`config.mk`:
```
export PLATFORM = sky130hd
export DESIGN_NAME = umi_decode
export DESIGN_NICKNAME = d
export VERILOG_FILES = /design/src/rtl/umi_pkg.sv /design/src/rtl/umi_mem_pkg.sv /design/src/rtl/umi_decode.sv
export VERILOG_INCLUDE_DIRS = /design/src /design/src/rtl
export SDC_FILE = /design/constraint.sdc
export NUM_CORES = 1
export LEC_CHECK = 0
export ABC_AREA = 1
export ABC_CLOCK_PERIOD_IN_PS = 800
export BUFFER_PORTS_ARGS = -buffer_cell sky130_fd_sc_hd__buf_2
export CORE_AREA = 8 8 45 47
export DETAILED_ROUTE_END_ITERATION = 10
export DIE_AREA = 0 0 53 55
export SETUP_SLACK_MARGIN = 0.15
export SLEW_MARGIN = 25
export SYNTH_ARGS = -nofsm -noshare
export SYNTH_HDL_FRONTEND = slang
export SYNTH_SLANG_ARGS = --single-unit
```
`constraint.sdc`:
```
create_clock -name vclk -period 0.8
set_clock_uncertainty 0.15 [all_clocks]
set_input_delay 0.12 -clock vclk [all_inputs]
set_output_delay 0.12 -clock vclk [all_outputs]
set_load 0.02 [all_outputs]
```
`src/rtl/umi_config.svh`:
```
//===========================================================================
// build-time sizing for the UMI memory endpoint
// address width, data width, memory depth in words
//===========================================================================

`ifndef UMI_CONFIG_SVH
`define UMI_CONFIG_SVH

// request/response address bits
`define UMI_AW 32

// data word bits, one memory word per address word
`define UMI_DW 32

// words held by the endpoint, index wraps modulo this
`define MEM_DEPTH 256

`endif

```
`src/rtl/umi_pkg.sv`:
```
//===========================================================================
// UMI protocol types
// opcode union with write and atomic views, command word,
// request and response packets, write class and opcode constants
//===========================================================================

`include "umi_config.svh"

package umi_pkg;

   // opcode as seen by a write, class in the low 3 bits
   typedef struct packed {
      logic [3:0] rsvd;      // unused by writes
      logic       rd;        // 0 for all writes
      logic [2:0] wclass;    // normal/signal/stream/ack/response
   } umi_wr_view_t;

   // opcode as seen by a read or atomic
   typedef struct packed {
      logic       rsvd;
      logic [2:0] atype;     // swap..min, 111 unused
      logic       rd;        // 1 for reads and atomics
      logic [2:0] low;       // 001 marks an atomic
   } umi_at_view_t;

   // same byte, decoded per read bit
   typedef union packed {
      umi_wr_view_t wr;
      umi_at_view_t at;
   } umi_opcode_u;

   // command word, user on top, opcode in bits 7:0
   typedef struct packed {
      logic [19:0] user;     // passed through untouched
      logic [3:0]  size;     // burst length, carried not expanded
      umi_opcode_u opcode;
   } umi_cmd_t;

   // incoming request packet
   typedef struct packed {
      umi_cmd_t             cmd;
      logic [`UMI_AW-1:0]   addr;
      logic [`UMI_DW-1:0]   data;
   } umi_req_t;

   // outgoing response packet
   typedef struct packed {
      umi_cmd_t             cmd;   // RESP_OPCODE plus request size/user
      logic [`UMI_AW-1:0]   addr;  // request address echoed
      logic [`UMI_DW-1:0]   data;  // read word, old word, or zero
   } umi_resp_t;

   // write classes, one code each
   localparam logic [2:0] WR_NORMAL   = 3'b001;
   localparam logic [2:0] WR_SIGNAL   = 3'b010;
   localparam logic [2:0] WR_STREAM   = 3'b011;
   localparam logic [2:0] WR_ACK      = 3'b100;
   localparam logic [2:0] WR_RESPONSE = 3'b101;  // never accepted inbound

   // low code of a read-side opcode that selects an atomic
   localparam logic [2:0] AT_LOW_CODE = 3'b001;

   // atomic type code with no operation behind it
   localparam logic [2:0] AT_RESERVED = 3'b111;

   // opcode stamped on every response we send
   localparam logic [7:0] RESP_OPCODE = 8'h05;

endpackage

```
`src/rtl/umi_mem_pkg.sv`:
```
//===========================================================================
// execution-side types for the memory endpoint
// operation kind, atomic type, decoded operation struct
//===========================================================================

package umi_mem_pkg;

   // what the pipeline does with a request
   typedef enum logic [2:0] {
      OP_NONE,       // nothing decoded
      OP_WRITE,      // store, no response
      OP_WRITE_ACK,  // store, zero-data response
      OP_READ,       // return stored word
      OP_ATOMIC,     // return old word, store alu result
      OP_ERROR       // err pulse only
   } umi_op_kind_e;

   // atomic types, codes match the opcode atomic view
   typedef enum logic [2:0] {
      SWAP = 3'b000,
      ADD  = 3'b001,
      AND  = 3'b010,
      OR   = 3'b011,
      XOR  = 3'b100,
      MAX  = 3'b101,   // signed
      MIN  = 3'b110    // signed
   } umi_atype_e;

   // decoder output, 6 bits
   typedef struct packed {
      umi_op_kind_e kind;
      umi_atype_e   atype;   // only meaningful for OP_ATOMIC
   } umi_op_t;

endpackage

```
`src/rtl/umi_decode.sv`:
```
//===========================================================================
// UMI command decoder
// classifies the opcode byte into an operation kind and atomic type
//===========================================================================

`timescale 1ns/10ps

module umi_decode (
   input  umi_pkg::umi_cmd_t    cmd,  // packet command word
   output umi_mem_pkg::umi_op_t op    // decoded operation
);

   import umi_pkg::*;
   import umi_mem_pkg::*;

   umi_opcode_u opc;
   logic        is_zero;
   logic        is_read;

   assign opc     = cmd.opcode;
   assign is_zero = (opc == '0);   // all-zero opcode never valid
   assign is_read = opc.wr.rd;     // same bit in both views

   always_comb begin
      op.kind  = OP_NONE;
      op.atype = SWAP;

      if (is_zero) begin
         op.kind = OP_ERROR;
      end else if (!is_read) begin
         // write side, class picks the kind
         case (opc.wr.wclass)
            WR_NORMAL,
            WR_SIGNAL,
            WR_STREAM:   op.kind = OP_WRITE;
            WR_ACK:      op.kind = OP_WRITE_ACK;
            WR_RESPONSE: op.kind = OP_ERROR;   // we never take responses
            default:     op.kind = OP_ERROR;   // 000, 110, 111
         endcase
      end else if (opc.at.low == AT_LOW_CODE) begin
         // read-modify-write
         if (opc.at.atype == AT_RESERVED) begin
            op.kind = OP_ERROR;
         end else begin
            op.kind  = OP_ATOMIC;
            op.atype = umi_atype_e'(opc.at.atype);
         end
      end else begin
         op.kind = OP_READ;    // any other read-side low code
      end
   end

endmodule

```
* After elaboration in Yosys (flattened, before gate mapping)
Index checks and enable logic that the tools add are counted.
** Operators by class
- Reduce and logical (&&, ||, !) cells :: 2
- Multiplexer cells :: 9
- Equality and inequality tests :: 5
** Operators with widths (count)
- 3-bit 2-to-1 mux :: 7
- 8-bit zero test :: 1
- 3-bit by 2-bit == test with 1-bit output, second input constant :: 2
- 3-bit == test, second input constant :: 2
- 3-bit one-hot mux with 2 select lines :: 1
- 3-bit by 1-bit == test with 1-bit output, second input constant :: 1
- 3-bit OR reduction :: 1
- 1-bit 2-to-1 mux :: 1
** Storage, ports and cells
- Register bits after elaboration :: 0
- Word-level logic and storage cells :: 16
- Output and inout bits :: 6

* Logic depth before layout (Yosys ltp)
- Depth in word-level cells :: 5
- Gate-level depth with buffers :: 5
- Gate-level depth less buffers :: 5

* Least setup slack after synthesis
Ideal clock, no wire load.
- Path kind :: in2out
- From :: in cmd[0] (netlist bit)
- To :: out op[0] (netlist bit)
- Buffers on the path :: 0
- Stages on the path :: 4
- Slack :: -0.128 ns
- Required time :: 0.530 ns
- Arrival :: 0.658 ns
- Path through :: inv_1 -> nor2_2 -> nand3_2 -> nor2_1
** RTL lines
- from (decl) :: line umi_decode.sv:9 : input umi_pkg::umi_cmd_t cmd,
- to (decl) :: line umi_decode.sv:10 : output umi_mem_pkg::umi_op_t op

==> results by group <==
Run status
  • Failing checks: negative setup slack
  • Outcome: finished, violations left

Routing
  • Initial DRC count: 0
  • Routed wire length: 494 µm
  • DRT Pass-1 Iters: 1
  • Vias per cell: 3.538
  • Total number of vias: 184
  • DRC viols: 0
  • Wire per inst: between 9 and 10 µm
  • Routed Antenna Nets: 0

Global routing
  • Total congestion overflow: 0
  • GRT Resource Usage Total: 3.924%
  • Largest net degree at the start of global routing: 6
  • Initial antenna violation count: 0
  • First-pass GRT wire length: 910 µm
  • Number of global-route vias before repair: 219

Yosys
  • Synth Area in Compound Gates: 7.229%
  • Area leader, netlist: nand2_1
  • Post-synthesis xor/xnor area fraction: 0%
  • Synth Area in Simple Gates: 78.31%
  • Multiplexer share of the synthesized area: 0%
  • Netlist cell types: 7
  • Largest cells by area after synthesis: nand2_1, nand3_1, inv_1
  • Post-synth top area share: 32.53%
  • Synth warnings: 0
  • Synth Net Count: 55
  • Main combinational cell family by area after synthesis: simple AND/OR/NAND/NOR gates
  • Mapped Avg Cell Area: ~4.5 µm²
  • Syn Inst Count: 23
  • Post-Synth Adder-Cell Area: 0%
  • Post-synthesis cell area: 103.9 µm²
  • Sequential cell area fraction in the yosys report: 0%

Power
  • Power density over the cells: 499.1 nW/µm²
  • VDD IR-drop max: 0.0001352 V
  • Total power: about 0.16 mW
  • Cell leakage power: ~0.14 nW

Floorplanning
  • Die ar.: 2915 µm²
  • Boundary pin count: 38
  • Die span in y: 55 µm
  • Die W: about 53 µm
  • Initial Util: 7.505%
  • CORE AREA: 1384 µm²
  • Rows: 14

Place
  • DP HPWL: 405.7 µm
  • RePlAce Congestion: 0.6154
  • Number of port buffers: 13

STA
  • Hold Worst Slack: about 0.47 ns
  • Minimum clock period: 1.003 ns
  • RSZ-0062 raised after global routing: yes
  • Peak Freq: between 900 and 1000 MHz
  • Worst-margin pin slew: approximately 0.16 ns
  • Setup Viol. Count Final: 6
  • Final WS setup: -0.2026 ns
  • Final Max Tran Viols: 0
  • Final hold viol count: 0
  • Final Cycle Share: 125.3%
  • Max_slew headroom: 89.59%

Finish
  • FF/Latch Area: 0 µm²
  • # nets final: 70
  • Area grow syn2layout: 207.2%
  • Layout cell share with drive strength beyond 1: around 75%
  • Multi-input logic area: 151.4 µm²
  • Clock buffer count: 0
  • FFs & Latches: 0
  • # fillers: 162
  • Ant. Diodes: 0

Setup path
  • Critical path peak fanout: 5
  • Setup CP Type: input port to output port
  • Startpoint Class: input port
  • Cell Chain, Critical Path: buf_8 > nor2_4 > nand3_4 > nand2_2 > inv_2 > buf_6
  • Crit path DAT: 0.73 ns
  • Worst path max stage delay: 0.15 ns
  • Worst EP required: 0.53 ns
  • CP endpoint kind: output port
  • CP max stage cell: nand3_4

Clock tree
  • Setup Buffers After CTS: 0
  • CTS Hold Buffers Added: 0

Job
  • # Max-Cap Violations: 0

Hold path
  • Hold WC Path Type: input port to output port
## layout make-up
type               count  area share (%)
multi-input cells     19           47.45
repair buffers        13           37.65
well taps             16           6.275
inverters              4           8.627
## critical path, delay by kind of cell
kind                   cells  cell delay (ns)
and+or+nand+nor            3             0.36
buffers and inverters      3             0.25
## timing repair
item	4_1_cts	5_1_grt
pin swaps	5	2
endpoints found under the setup margin	6	6
resized for setup	20	2
## report_power, final
part	total [mW]	internal [mW]	switching, mW
clock network	0	0	0
logic	0.159	0.0724	0.0868
registers	0	0	0
total	0.159	0.0724	0.0868
## synthesized netlist by cell type (all sizes together)
cell type	number
inv	4
nand2	9
nand3	5
nor2	4
o21bai	1
## placed cells by master (no fill, tap or decap)
master,n
nand2_1,5
buf_2,5
nor2_4,4
nand2_2,4
buf_6,4
nand3_4,2
inv_2,2
nand3_1,2
buf_4,2
inv_12,1
nand3_2,1
inv_1,1
o21bai_1,1
buf_12,1
buf_8,1
## per-stage QoR
step	setup WS (ns)	setup TNS [ns]	instance area, µm²	utilization (%)	cells
floorplan	-0.04095	-0.09170	156.4	-	23
global placement	-0.3520	-1.970	241.5	17.45	52
detailed placement	-0.3587	-2.022	241.5	17.45	52
CTS	-0.2209	-1.196	306.5	22.15	52
global route	-0.2407	-1.406	319.1	23.06	52
finish	-0.2026	-1.146	319.1	23.06	52
## metal layers
layer	track usage (%)	routed length [µm]	vias up
met3	0.5348	51	0
met4	0	0	0
met1	4.827	199	74
met2	7.422	244	10
met5	0	0	-
li1	-	-	100
## kinds of logic after synthesis
kind of cell           after synthesis
and+or+nand+nor                     18
buffers and inverters                4
AOI/OAI and AO/OA                    1
## worst paths after layout
path              startpoint     to  slack, ns  cells after the start
hold / removal        cmd[3]  op[3]       0.47                      4
setup / recovery      cmd[2]  op[4]      -0.20                      6
Note: power is estimated with default switching activity, not from simulation.
